<file path="config.mk">
export PLATFORM = sky130hd
export DESIGN_NAME = car_sim_top
export DESIGN_NICKNAME = d
export VERILOG_FILES = /design/src/logic/car_sim_pkg.sv /design/src/logic/tick_gen.sv /design/src/logic/sim_reg_file.sv /design/src/logic/ign_pulse_gen.sv /design/src/logic/injector_monitor.sv /design/src/logic/adc_spi_slave.sv /design/src/logic/car_sim_top.sv
export SDC_FILE = /design/constraint.sdc
export NUM_CORES = 1
export LEC_CHECK = 0
export CORE_MARGIN = 5
export CORE_UTILIZATION = 45
export CTS_CLUSTER_DIAMETER = 100
export DETAILED_ROUTE_END_ITERATION = 10
export DONT_BUFFER_PORTS = 1
export GPL_ROUTABILITY_DRIVEN = 0
export GPL_TIMING_DRIVEN = 0
export SETUP_SLACK_MARGIN = 0.3
export SLEW_MARGIN = 20
export SYNTH_ARGS = -nofsm -noshare
export SYNTH_HDL_FRONTEND = slang
export SYNTH_HIERARCHICAL = 1
export SYNTH_SLANG_ARGS = --single-unit
</file>
<file path="constraint.sdc">
create_clock -name sysclk -period 2.8 [get_ports sysclk]
set_input_delay 0.14 -clock sysclk [delete_from_list [all_inputs] [get_ports sysclk]]
set_output_delay 0.14 -clock sysclk [all_outputs]
set_load 0.02 [all_outputs]
</file>
<file path="src/logic/car_sim_pkg.sv">
`default_nettype none

package car_sim_pkg;

    // register bus and ADC sample word.
    typedef logic [15:0] sim_word_t;
    typedef logic [3:0] reg_addr_t;

    // register map of the host bus.
    localparam reg_addr_t REG_IGN_PERIOD = 4'd0;
    // a write to either count address clears that count.
    localparam reg_addr_t REG_IGN_CYCLE_CNT = 4'd1;
    localparam reg_addr_t REG_PUFF_CNT = 4'd2;
    localparam reg_addr_t REG_PUFF_LEN = 4'd3;
    localparam reg_addr_t REG_ANMUX_BLOCK_TEMP = 4'd4;
    localparam reg_addr_t REG_ANMUX_TRANS_TEMP = 4'd5;
    localparam reg_addr_t REG_ADC_MAF = 4'd6;
    localparam reg_addr_t REG_ADC_O2 = 4'd7;
    localparam reg_addr_t REG_ADC_TPS = 4'd8;

    // one write on the host bus that takes effect when load is high.
    typedef struct packed {
        logic load;
        reg_addr_t addr;
        sim_word_t data;
    } reg_write_t;

    typedef logic [2:0] adc_channel_t;
    typedef logic [3:0] anmux_sel_t;

    // ADC channels wired to car sensors.
    localparam adc_channel_t ADC_CH_MAF = 3'd4;
    localparam adc_channel_t ADC_CH_O2 = 3'd5;
    localparam adc_channel_t ADC_CH_TPS = 3'd6;
    // this channel reads whatever the analog mux selects.
    localparam adc_channel_t ADC_CH_ANMUX = 3'd7;

    // analog mux inputs that carry temperatures.
    localparam anmux_sel_t ANMUX_CH_BLOCK_TEMP = 4'd2;
    localparam anmux_sel_t ANMUX_CH_TRANS_TEMP = 4'd3;

    // SPI command word seen raw by the shifter and by field at capture.
    typedef union packed {
        sim_word_t raw;
        struct packed {
            logic [1:0] unused_hi;
            adc_channel_t channel;
            logic [10:0] unused_lo;
        } fields;
    } adc_command_u;

    // single-cycle time strobes.
    typedef struct packed {
        logic us;
        logic jiffy;
        logic ms;
    } sim_ticks_t;

    // event sources offered to the target side.
    typedef struct packed {
        logic ign_end;
        logic puff_end;
        logic spi_done;
        logic puff_timeout;
    } sim_events_t;

    // host-written analog values.
    typedef struct packed {
        sim_word_t maf;
        sim_word_t o2;
        sim_word_t tps;
        sim_word_t block_temp;
        sim_word_t trans_temp;
    } adc_values_t;

    // coil stays on for this many jiffies at the end of each period.
    localparam int unsigned IGN_PULSE_JIFFIES = 16;

endpackage

`default_nettype wire

</file>
<file path="src/logic/tick_gen.sv">
`timescale 1ns/1ps
`default_nettype none

module tick_gen import car_sim_pkg::*; #(
    parameter int unsigned CLK_PER_US = 50,
    parameter int unsigned US_PER_JIFFY = 20,
    parameter int unsigned US_PER_MS = 1000
) (
    input wire logic sysclk,
    input wire logic sim_reset,
    output sim_ticks_t ticks
);

    // counter widths hold the last count value.
    localparam int US_W = $clog2(CLK_PER_US + 1);
    localparam int JIFFY_W = $clog2(US_PER_JIFFY + 1);
    localparam int MS_W = $clog2(US_PER_MS + 1);
    localparam logic [US_W-1:0] US_LAST = US_W'(CLK_PER_US - 1);
    localparam logic [JIFFY_W-1:0] JIFFY_LAST = JIFFY_W'(US_PER_JIFFY - 1);
    localparam logic [MS_W-1:0] MS_LAST = MS_W'(US_PER_MS - 1);

    logic [US_W-1:0] us_cnt;
    logic [JIFFY_W-1:0] jiffy_cnt;
    logic [MS_W-1:0] ms_cnt;
    logic us_tick;

    // first tick comes CLK_PER_US-1 cycles after reset.
    assign us_tick = (us_cnt == US_LAST);

    // sysclk cycles within one microsecond.
    always_ff @(posedge sysclk) begin
        if (sim_reset)
            us_cnt <= '0;
        else if (us_tick)
            us_cnt <= '0;
        else
            us_cnt <= us_cnt + US_W'(1);
    end

    // jiffy and ms counters both step on us ticks.
    always_ff @(posedge sysclk) begin
        if (sim_reset) begin
            jiffy_cnt <= '0;
            ms_cnt <= '0;
        end else if (us_tick) begin
            jiffy_cnt <= (jiffy_cnt == JIFFY_LAST) ? '0 : jiffy_cnt + JIFFY_W'(1);
            ms_cnt <= (ms_cnt == MS_LAST) ? '0 : ms_cnt + MS_W'(1);
        end
    end

    assign ticks.us = us_tick;
    assign ticks.jiffy = us_tick && (jiffy_cnt == JIFFY_LAST);
    assign ticks.ms = us_tick && (ms_cnt == MS_LAST);

endmodule

`default_nettype wire

</file>
<file path="src/logic/sim_reg_file.sv">
`timescale 1ns/1ps
`default_nettype none

module sim_reg_file import car_sim_pkg::*; (
    input wire logic sysclk,
    input wire logic sim_reset,
    input reg_write_t reg_write,
    input reg_addr_t rd_addr,
    input sim_word_t ign_cycle_cnt,
    input sim_word_t puff_cnt,
    input sim_word_t puff_len,
    output sim_word_t rd_data,
    output sim_word_t ign_period,
    output logic ign_cnt_clear,
    output logic puff_cnt_clear,
    output adc_values_t adc_values
);

    // clear strobes act at the next edge inside the counting blocks.
    assign ign_cnt_clear = reg_write.load && (reg_write.addr == REG_IGN_CYCLE_CNT);
    assign puff_cnt_clear = reg_write.load && (reg_write.addr == REG_PUFF_CNT);

    // writable registers.
    always_ff @(posedge sysclk) begin
        if (sim_reset) begin
            ign_period <= '0;
            adc_values <= '0;
        end else if (reg_write.load) begin
            case (reg_write.addr)
                REG_IGN_PERIOD: ign_period <= reg_write.data;
                REG_ANMUX_BLOCK_TEMP: adc_values.block_temp <= reg_write.data;
                REG_ANMUX_TRANS_TEMP: adc_values.trans_temp <= reg_write.data;
                REG_ADC_MAF: adc_values.maf <= reg_write.data;
                REG_ADC_O2: adc_values.o2 <= reg_write.data;
                REG_ADC_TPS: adc_values.tps <= reg_write.data;
                // count clears and read-only length need no storage here.
                default: ;
            endcase
        end
    end

    // combinational read port.
    always_comb begin
        case (rd_addr)
            REG_IGN_PERIOD: rd_data = ign_period;
            REG_IGN_CYCLE_CNT: rd_data = ign_cycle_cnt;
            REG_PUFF_CNT: rd_data = puff_cnt;
            REG_PUFF_LEN: rd_data = puff_len;
            REG_ANMUX_BLOCK_TEMP: rd_data = adc_values.block_temp;
            REG_ANMUX_TRANS_TEMP: rd_data = adc_values.trans_temp;
            REG_ADC_MAF: rd_data = adc_values.maf;
            REG_ADC_O2: rd_data = adc_values.o2;
            REG_ADC_TPS: rd_data = adc_values.tps;
            // unmapped addresses.
            default: rd_data = '0;
        endcase
    end

    // the host must only write inside the register map.
    a_mapped_write: assert property (@(posedge sysclk) disable iff (sim_reset)
        reg_write.load |-> (reg_write.addr <= REG_ADC_TPS))
        else $error("register write to unmapped address %0d", reg_write.addr);

endmodule

`default_nettype wire

</file>
<file path="src/logic/ign_pulse_gen.sv">
`timescale 1ns/1ps
`default_nettype none

module ign_pulse_gen import car_sim_pkg::*; (
    input wire logic sysclk,
    input wire logic sim_reset,
    input wire logic run,
    input sim_ticks_t ticks,
    input sim_word_t ign_period,
    input wire logic ign_cnt_clear,
    output logic ign_coil,
    output logic ign_end,
    output sim_word_t ign_cycle_cnt
);

    // bits below this one count within the coil pulse.
    localparam int COIL_LSB = $clog2(IGN_PULSE_JIFFIES);

    // jiffies left in the current period.
    sim_word_t ign_count;

    // last jiffy of the period and of the coil pulse.
    assign ign_end = run && ticks.jiffy && (ign_count == '0);

    // coil is on for the final IGN_PULSE_JIFFIES of each period.
    assign ign_coil = (ign_count[15:COIL_LSB] == '0);

    // countdown holds while run is low.
    always_ff @(posedge sysclk) begin
        if (sim_reset)
            ign_count <= '0;
        else if (run && ticks.jiffy)
            ign_count <= ign_end ? ign_period : ign_count - 16'd1;
    end

    // ignition cycle counter that a host write clears.
    always_ff @(posedge sysclk) begin
        if (sim_reset)
            ign_cycle_cnt <= '0;
        else if (ign_cnt_clear)
            ign_cycle_cnt <= '0;
        else if (ign_end)
            ign_cycle_cnt <= ign_cycle_cnt + 16'd1;
    end

endmodule

`default_nettype wire

</file>
<file path="src/logic/injector_monitor.sv">
`timescale 1ns/1ps
`default_nettype none

module injector_monitor import car_sim_pkg::*; #(
    parameter int unsigned PUFF_TIMEOUT_MS = 200
) (
    input wire logic sysclk,
    input wire logic sim_reset,
    input sim_ticks_t ticks,
    input wire logic injector_open,
    input wire logic puff_cnt_clear,
    output logic puff_end,
    output logic puff_timeout,
    output sim_word_t puff_cnt,
    output sim_word_t puff_len
);

    localparam int TO_W = $clog2(PUFF_TIMEOUT_MS + 1);
    localparam logic [TO_W-1:0] TO_LOAD = TO_W'(PUFF_TIMEOUT_MS);

    logic injector_q;
    logic puff_rise;
    logic puff_fall;
    logic [TO_W-1:0] timeout_cnt;

    // edge detection against the previous sample.
    always_ff @(posedge sysclk) begin
        if (sim_reset)
            injector_q <= 1'b0;
        else
            injector_q <= injector_open;
    end

    assign puff_rise = injector_open && !injector_q;
    assign puff_fall = injector_q && !injector_open;

    // end of puff strobe one cycle behind the detected fall.
    always_ff @(posedge sysclk) begin
        if (sim_reset)
            puff_end <= 1'b0;
        else
            puff_end <= puff_fall;
    end

    // puff count that a host write clears.
    always_ff @(posedge sysclk) begin
        if (sim_reset)
            puff_cnt <= '0;
        else if (puff_cnt_clear)
            puff_cnt <= '0;
        else if (puff_fall)
            puff_cnt <= puff_cnt + 16'd1;
    end

    // puff length in microseconds that restarts at each opening.
    always_ff @(posedge sysclk) begin
        if (sim_reset)
            puff_len <= '0;
        else if (puff_rise)
            puff_len <= '0;
        else if (injector_open && ticks.us)
            puff_len <= puff_len + 16'd1;
    end

    // ms countdown since the last puff; zero means timed out.
    always_ff @(posedge sysclk) begin
        if (sim_reset)
            timeout_cnt <= '0;
        else if (puff_fall)
            timeout_cnt <= TO_LOAD;
        else if (ticks.ms && !puff_timeout)
            timeout_cnt <= timeout_cnt - TO_W'(1);
    end

    assign puff_timeout = (timeout_cnt == '0);

    // a puff too long for the length counter cannot be measured.
    a_len_no_wrap: assert property (@(posedge sysclk) disable iff (sim_reset)
        (injector_open && ticks.us && !puff_rise) |-> (puff_len != '1));

endmodule

`default_nettype wire

</file>
<file path="src/logic/adc_spi_slave.sv">
`timescale 1ns/1ps
`default_nettype none

module adc_spi_slave import car_sim_pkg::*; (
    input wire logic sysclk,
    input wire logic sim_reset,
    input wire logic adc_cs_n,
    input wire logic adc_sclk,
    input wire logic adc_saddr,
    input adc_values_t adc_values,
    input anmux_sel_t anmux_ctrl,
    output logic adc_sdat,
    output logic spi_done
);

    logic sclk_q;
    logic cs_n_q;
    logic sclk_rise;
    logic sclk_fall;
    logic cs_n_rise;
    logic cs_n_fall;
    adc_command_u rx_shift;
    sim_word_t tx_shift;
    adc_channel_t channel;
    sim_word_t anmux_word;
    sim_word_t tx_word;

    // previous bus levels with cs_n idle high.
    always_ff @(posedge sysclk) begin
        if (sim_reset) begin
            sclk_q <= 1'b0;
            cs_n_q <= 1'b1;
        end else begin
            sclk_q <= adc_sclk;
            cs_n_q <= adc_cs_n;
        end
    end

    assign sclk_rise = adc_sclk && !sclk_q;
    assign sclk_fall = sclk_q && !adc_sclk;
    assign cs_n_rise = adc_cs_n && !cs_n_q;
    assign cs_n_fall = cs_n_q && !adc_cs_n;

    // end of a transaction.
    assign spi_done = cs_n_rise;

    // analog mux with only the two temperature inputs modeled.
    always_comb begin
        case (anmux_ctrl)
            ANMUX_CH_BLOCK_TEMP: anmux_word = adc_values.block_temp;
            ANMUX_CH_TRANS_TEMP: anmux_word = adc_values.trans_temp;
            default: anmux_word = '0;
        endcase
    end

    // word returned for the channel chosen by the previous command.
    always_comb begin
        case (channel)
            ADC_CH_MAF: tx_word = adc_values.maf;
            ADC_CH_O2: tx_word = adc_values.o2;
            ADC_CH_TPS: tx_word = adc_values.tps;
            ADC_CH_ANMUX: tx_word = anmux_word;
            default: tx_word = '0;
        endcase
    end

    // both shifters are emptied while the slave is deselected.
    always_ff @(posedge sysclk) begin
        if (sim_reset || adc_cs_n) begin
            rx_shift.raw <= '0;
            tx_shift <= '0;
        end else begin
            // MSB goes out first.
            if (cs_n_fall)
                tx_shift <= tx_word;
            else if (sclk_fall)
                tx_shift <= {tx_shift[14:0], 1'b0};
            // command bits arrive MSB first on rising sclk.
            if (sclk_rise)
                rx_shift.raw <= {rx_shift.raw[14:0], adc_saddr};
        end
    end

    assign adc_sdat = tx_shift[15];

    // new command takes effect as cs_n rises.
    always_ff @(posedge sysclk) begin
        if (sim_reset)
            channel <= '0;
        else if (cs_n_rise)
            channel <= rx_shift.fields.channel;
    end

    // holds only if the master gave all 16 clocks before deselecting.
    a_sdat_idle: assert property (@(posedge sysclk) disable iff (sim_reset)
        adc_cs_n |-> !adc_sdat);

endmodule

`default_nettype wire

</file>
<file path="src/logic/car_sim_top.sv">
`timescale 1ns/1ps
`default_nettype none

module car_sim_top import car_sim_pkg::*; #(
    parameter int unsigned CLK_PER_US = 50,
    parameter int unsigned US_PER_JIFFY = 20,
    parameter int unsigned US_PER_MS = 1000,
    parameter int unsigned PUFF_TIMEOUT_MS = 200
) (
    input wire logic sysclk,
    input wire logic sim_reset,
    input wire logic run,
    input reg_write_t reg_write,
    input reg_addr_t rd_addr,
    input wire logic injector_open,
    input anmux_sel_t anmux_ctrl,
    input wire logic adc_cs_n,
    input wire logic adc_sclk,
    input wire logic adc_saddr,
    output sim_word_t rd_data,
    output logic ign_coil,
    output logic adc_sdat,
    output sim_events_t events
);

    sim_ticks_t ticks;
    sim_word_t ign_period;
    sim_word_t ign_cycle_cnt;
    sim_word_t puff_cnt;
    sim_word_t puff_len;
    logic ign_cnt_clear;
    logic puff_cnt_clear;
    adc_values_t adc_values;

    // shared time base.
    tick_gen #(
        .CLK_PER_US(CLK_PER_US),
        .US_PER_JIFFY(US_PER_JIFFY),
        .US_PER_MS(US_PER_MS)
    ) tick_gen_inst (
        .sysclk(sysclk),
        .sim_reset(sim_reset),
        .ticks(ticks)
    );

    // host registers.
    sim_reg_file sim_reg_file_inst (
        .sysclk(sysclk),
        .sim_reset(sim_reset),
        .reg_write(reg_write),
        .rd_addr(rd_addr),
        .ign_cycle_cnt(ign_cycle_cnt),
        .puff_cnt(puff_cnt),
        .puff_len(puff_len),
        .rd_data(rd_data),
        .ign_period(ign_period),
        .ign_cnt_clear(ign_cnt_clear),
        .puff_cnt_clear(puff_cnt_clear),
        .adc_values(adc_values)
    );

    // ignition source.
    ign_pulse_gen ign_pulse_gen_inst (
        .sysclk(sysclk),
        .sim_reset(sim_reset),
        .run(run),
        .ticks(ticks),
        .ign_period(ign_period),
        .ign_cnt_clear(ign_cnt_clear),
        .ign_coil(ign_coil),
        .ign_end(events.ign_end),
        .ign_cycle_cnt(ign_cycle_cnt)
    );

    // injector watcher.
    injector_monitor #(
        .PUFF_TIMEOUT_MS(PUFF_TIMEOUT_MS)
    ) injector_monitor_inst (
        .sysclk(sysclk),
        .sim_reset(sim_reset),
        .ticks(ticks),
        .injector_open(injector_open),
        .puff_cnt_clear(puff_cnt_clear),
        .puff_end(events.puff_end),
        .puff_timeout(events.puff_timeout),
        .puff_cnt(puff_cnt),
        .puff_len(puff_len)
    );

    // simulated ADC on the target's SPI bus.
    adc_spi_slave adc_spi_slave_inst (
        .sysclk(sysclk),
        .sim_reset(sim_reset),
        .adc_cs_n(adc_cs_n),
        .adc_sclk(adc_sclk),
        .adc_saddr(adc_saddr),
        .adc_values(adc_values),
        .anmux_ctrl(anmux_ctrl),
        .adc_sdat(adc_sdat),
        .spi_done(events.spi_done)
    );

endmodule

`default_nettype wire

</file>
# After elaboration in Yosys (flattened, before gate mapping)
# Cells that the tools add are included.
# Widths: inputs -> output; s select.
# classes
n_addsub	8
n_eq_ne	24
muxes	10
reduce_logical	40
# ops
cell	count
$pmux 16 s9	1
$pmux 16 s4	1
$add 16x1->16 const B	3
$mux 16	3
$eq 4x3->1 const B	8
$pmux 16 s2	1
$eq 4x2->1 const B	5
$logic_not 16->1	1
$mux 8	2
$sub 16x1->16 const B	1
$logic_and 1x1->1	14
$eq 3x3->1 const B	4
$logic_not 12->1	1
$reduce_and 2->1	6
$add 10x1->10 const B	1
$eq 10x10->1 const B	1
$mux 10	1
$reduce_or 2->1	5
$eq 4x1->1 const B	2
$eq 4x4->1 const B	2
$logic_not 4->1	2
$logic_not 8->1	1
$sub 8x1->8 const B	1
$logic_not 1->1	7
other kinds (7)	8
# totals
reg_bits	226
input_bits	36
word_cells	104

# Depth between registers and ports, before layout
# logic_depth
ltp_word	5
depth_mapped	11
depth_no_buf	9

# Modules after synthesis
# Netlist, hierarchy kept.
# by_module_without_submodules
mod	instances	cells_per_inst	area_each_um2	seq_area_each_um2
sim_reg_file	1	618	4764.6	1921.8
adc_spi_slave	1	249	2112.0	700.7
injector_monitor	1	224	2008.2	840.8
ign_pulse_gen	1	233	1888.1	640.6
tick_gen	1	114	985.9	420.4

# Worst setup path before layout
# Ideal clock, no wire load.
# synth_timing
path_type	register to register
from	register tick_gen_inst.us_cnt[0]
to	register ign_pulse_gen_inst.ign_count[8]
t_arrival_ns	2.605
slack_ns	0.134
path_stages_with_launch	10
n_path_buf	1
period_less_slack_ns	2.666
cell_sequence	dfxtp_1 ha_1 nor2b_1 nand2_2 nor2_1 nand3_1 or4_4 buf_6 nor2_1 a311o_1
# synth_rtl
item	line_no	text
start: declaration	tick_gen.sv:22	logic [US_W-1:0] us_cnt;
start signal: assignment	tick_gen.sv:37	us_cnt <= us_cnt + US_W'(1);
end signal: assignment	ign_pulse_gen.sv:33	ign_count <= ign_end ? ign_period : ign_count - 16'd1;
end: declaration	ign_pulse_gen.sv:20	sim_word_t ign_count;

==> impl_metrics.yaml <==
clocking:
  clkTransAtPathRegs_ps: 50
  cts_max_level: 1
  clk-insertion-delay-late_ps: 530
  cts_num_sinks: 226
  cts_max_path_buffers: 3
  root_buffer: "clkbuf_16"
  numCtsBuffers: 27
  cts_tree: "built"
finish:
  nets: 1565
  diodes: 0
  fin_area_um2: 13800
  fill_cells: 2401
  regArea_um2: 4530
  multi_input_area_um2: 6830
  drive_gt1_share_pct: 12.9
  utilization_pct: 53.2
  area_delta_synth_final_pct: 17.2
  stdcell_count: 1872
status:
  status: "completed"
synth:
  muxShareOfSynthArea_pct: 5.51
  ys_async_sr_fraction_pct: 0
  synth_nets: 1484
  synthAdderAreaFrac_pct: 1.06
  yosysWarnings: 6
  synth_compound_area_share_pct: 21.9
  avgSynthCellArea_um2: 8.18
  ys_seq_elements: 226
  synth_top_family_by_area: "simple AND/OR/NAND/NOR gates"
  netlist_instances: 1438
  synthXorXnorAreaFrac_pct: 3.05
  synth_edf_count: 0
  yosys.area_share.simple_pct: 25.0
  seq_area_frac_synth_pct: 38.5
  synth_cell_types: 86
  synth_top_flop_cell: "dfxtp_1"
  syn_area_um2: 11800
critical_path:
  path_max_fanout: 5
  reg2reg_depth: 11
  crit_start: "tick_gen_inst/us_cnt[1]$_SDFF_PP0_"
  endpoint_kind: "output pin"
  worst_ep_arrival_time_ps: 2450
  reg2reg_slack_ps: 300
  crit_end: "events[3]"
  rr_endpoint: "ign_pulse_gen_inst/ign_cycle_cnt[5]$_SDFFE_PP0P_"
  worst_setup_path_start_kind: "register"
  rr_startpoint: "tick_gen_inst/us_cnt[1]$_SDFF_PP0_"
  path_class: "reg -> out"
  worstPathRequired_ps: 2660
timing:
  worstMarginPinSlew_ps: 919
  setup-tns-final_ps: 0
  hold_viol_final: 0
  skew_ps: 9.71
  setup_viol: 0
  rsz0062_at_grt: "yes"
  finalMaxSlewViolations: 0
  hold_slack_ps: 47.0
  slew_headroom_pct: 38.2
  fin_crit_sh_pct: 92.5
  fmax_mhz: 386
  setup_ws_ps: 209
  min_period_ps: 2590
die:
  initial_core_util_pct: 45.4
  die-area_um2: 29500
  rows: 59
  core_area_um2: 25900
  dieWidth_um: 172
  dieHeight_um: 172
  io_pins: 58
route:
  wire_per_inst_um: 21.4
  drt_iter0_drc: 1303
  drc: 0
  num_vias: 11389
  wirelength_um: 40000
  firstDrtPassIters: 6
  routed_via_density: 6.08
  ant_nets: 0
place:
  place_inst: 1773
  detailed_place.area_um2: 12200
  dp_hpwl_um: 29000
  pre_cts_slack_ps: -175
  numPortBuffers: 0
grt:
  grt_max_degree: 14
  gr-total-overflow: 0
  gr-usage-all-layers_pct: 26.6
  grt_pass1_wl_um: 61900
  antenna_found_initial: 0
  grt_pass1_vias: 10562
min_path:
  hp-class: "in -> reg"
power_and_ir_drop:
  ir_drop_mv: 0.485
  p_leak_nw: 4.58
  p_per_area_nw_per_um2: 532
  finalPower_mw: 7.33
flow_run:
  drv_cap: 0
cells by family after synthesis:
logic type      Yosys count
xor+xnor                 41
compound gates          413
buf+inv                 119
fa+ha+maj                10
flops                   226
mux                      61
simple gates            568
final cells by class:
| cell class | count | share of cell area (%) |
|---|---|---|
| clock buffers | 41 | 5.94 |
| clock inverters | 6 | 0.636 |
| plain buffers | 101 | 3.83 |
| well taps | 335 | 3.04 |
| repair buffers | 52 | 3.58 |
| multi-input cells | 1093 | 49.6 |
| flip-flops and latches | 226 | 32.9 |
| inverters | 18 | 0.490 |
critical path, stage by stage (launching register included):
cell	delay (ps)
dfxtp_2	320
inv_2	60
ha_4	140
nor2b_4	170
nand2_4	70
nor2_4	160
nand3_4	90
or4_4	510
buf_6	140
nor2_4	260
Yosys cell counts (all sizes together) (4+ instances only):
cell     instances  area [µm²]
or4             12        97.6
o22ai           20         125
a311oi           4        35.0
and3             9        56.3
or3             18         113
inv             18        67.6
and4             7        61.3
buf             56         347
nand2b          12        75.1
xnor2           23         201
mux2i           49         490
a221o            7        70.1
nor3            22         138
a31oi           16         100
a21oi          162         811
nand2          233         880
dfxtp          226        4520
a211o            5        43.8
clkbuf          45         170
nand4           28         175
o311ai           8        95.1
or2              8        50.1
nor2b           15        93.8
nand3b          12        93.8
a22oi           14         105
nor3b           20         210
nand3           41         205
nor4            15        93.8
a22o             5        43.8
o2bb2ai         16         140
ha              10         125
a222oi           7        70.1
nor2            86         345
o31ai           11         101
a32o             5        50.1
a21o             4        30.0
mux2            10         113
o21ai          102         510
a221oi           4        35.0
xor2            18         158
and2            16         100
worst min-delay path by stage:
stage                   start                                      endpoint  slack, ps  cells past startpoint
floorplan           sim_reset    adc_spi_slave_inst/channel[0]$_SDFFE_PP0P_        210                      1
global placement    sim_reset    adc_spi_slave_inst/channel[2]$_SDFFE_PP0P_        220                      1
detailed placement  sim_reset    adc_spi_slave_inst/channel[2]$_SDFFE_PP0P_        220                      1
CTS                 sim_reset       tick_gen_inst/jiffy_cnt[3]$_SDFFE_PP0P_         10                      2
global route         adc_cs_n  adc_spi_slave_inst/tx_shift[10]$_SDFFE_PP0P_         50                      3
finish              sim_reset       tick_gen_inst/jiffy_cnt[3]$_SDFFE_PP0P_         50                      2
registers in the layout (all words and copies together), names as in the netlist, 8 cells and up:
name / cells
injector_monitor_inst/timeout_cnt: 8
ign_pulse_gen_inst/ign_cycle_cnt: 16
adc_spi_slave_inst/rx_shift: 14
sim_reg_file_inst/adc_values: 80
adc_spi_slave_inst/tx_shift: 16
injector_monitor_inst/puff_cnt: 16
ign_pulse_gen_inst/ign_count: 16
sim_reg_file_inst/ign_period: 16
tick_gen_inst/ms_cnt: 10
injector_monitor_inst/puff_len: 16
layout by cell type, fill, tap and decap left out, drive strengths merged, types with 9 or more instances in the layout:
master / synthesis / final
a21oi: 162 / 162
a22oi: 14 / 14
a31oi: 16 / 16
and2: 16 / 16
and3: 9 / 9
buf: 56 / 67
clkbuf: 45 / 87
dfxtp: 226 / 226
dlygate4sd3: 0 / 39
ha: 10 / 10
inv: 18 / 19
mux2: 10 / 10
mux2i: 49 / 49
nand2: 233 / 233
nand2b: 12 / 12
nand3: 41 / 41
nand3b: 12 / 12
nand4: 28 / 28
nor2: 86 / 86
nor2b: 15 / 15
nor3: 22 / 22
nor3b: 20 / 20
nor4: 15 / 15
o21ai: 102 / 102
o22ai: 20 / 20
o2bb2ai: 16 / 16
o31ai: 11 / 11
or3: 18 / 18
or4: 12 / 12
xnor2: 23 / 23
xor2: 18 / 18
report_power, final:
group          switching, mW  leakage [nW]  internal [mW]
registers             0.0366          1.83           3.26
clock network           1.37         0.448           2.18
logic                  0.330          2.31          0.154
total                   1.74          4.58           5.59
metal layers:
| layer | global-route usage (%) | share of wire (%) | wire, µm |
|---|---|---|---|
| met1 | 36.5 | 42 | 16900 |
| met2 | 41.3 | 45 | 17900 |
| met3 | 5.77 | 8.9 | 3570 |
| met4 | 9.65 | 4.1 | 1640 |
| met5 | 0 | 0 | 0 |
what timing repair did:
action	in CTS	in global routing
pin swaps	6	7
buffers inserted	11	1
hold endpoints to repair	140	0
setup endpoints to repair	32	27
resized for setup	19	27
hold buffers	40	0
Power figures use the tool's default switching activity.
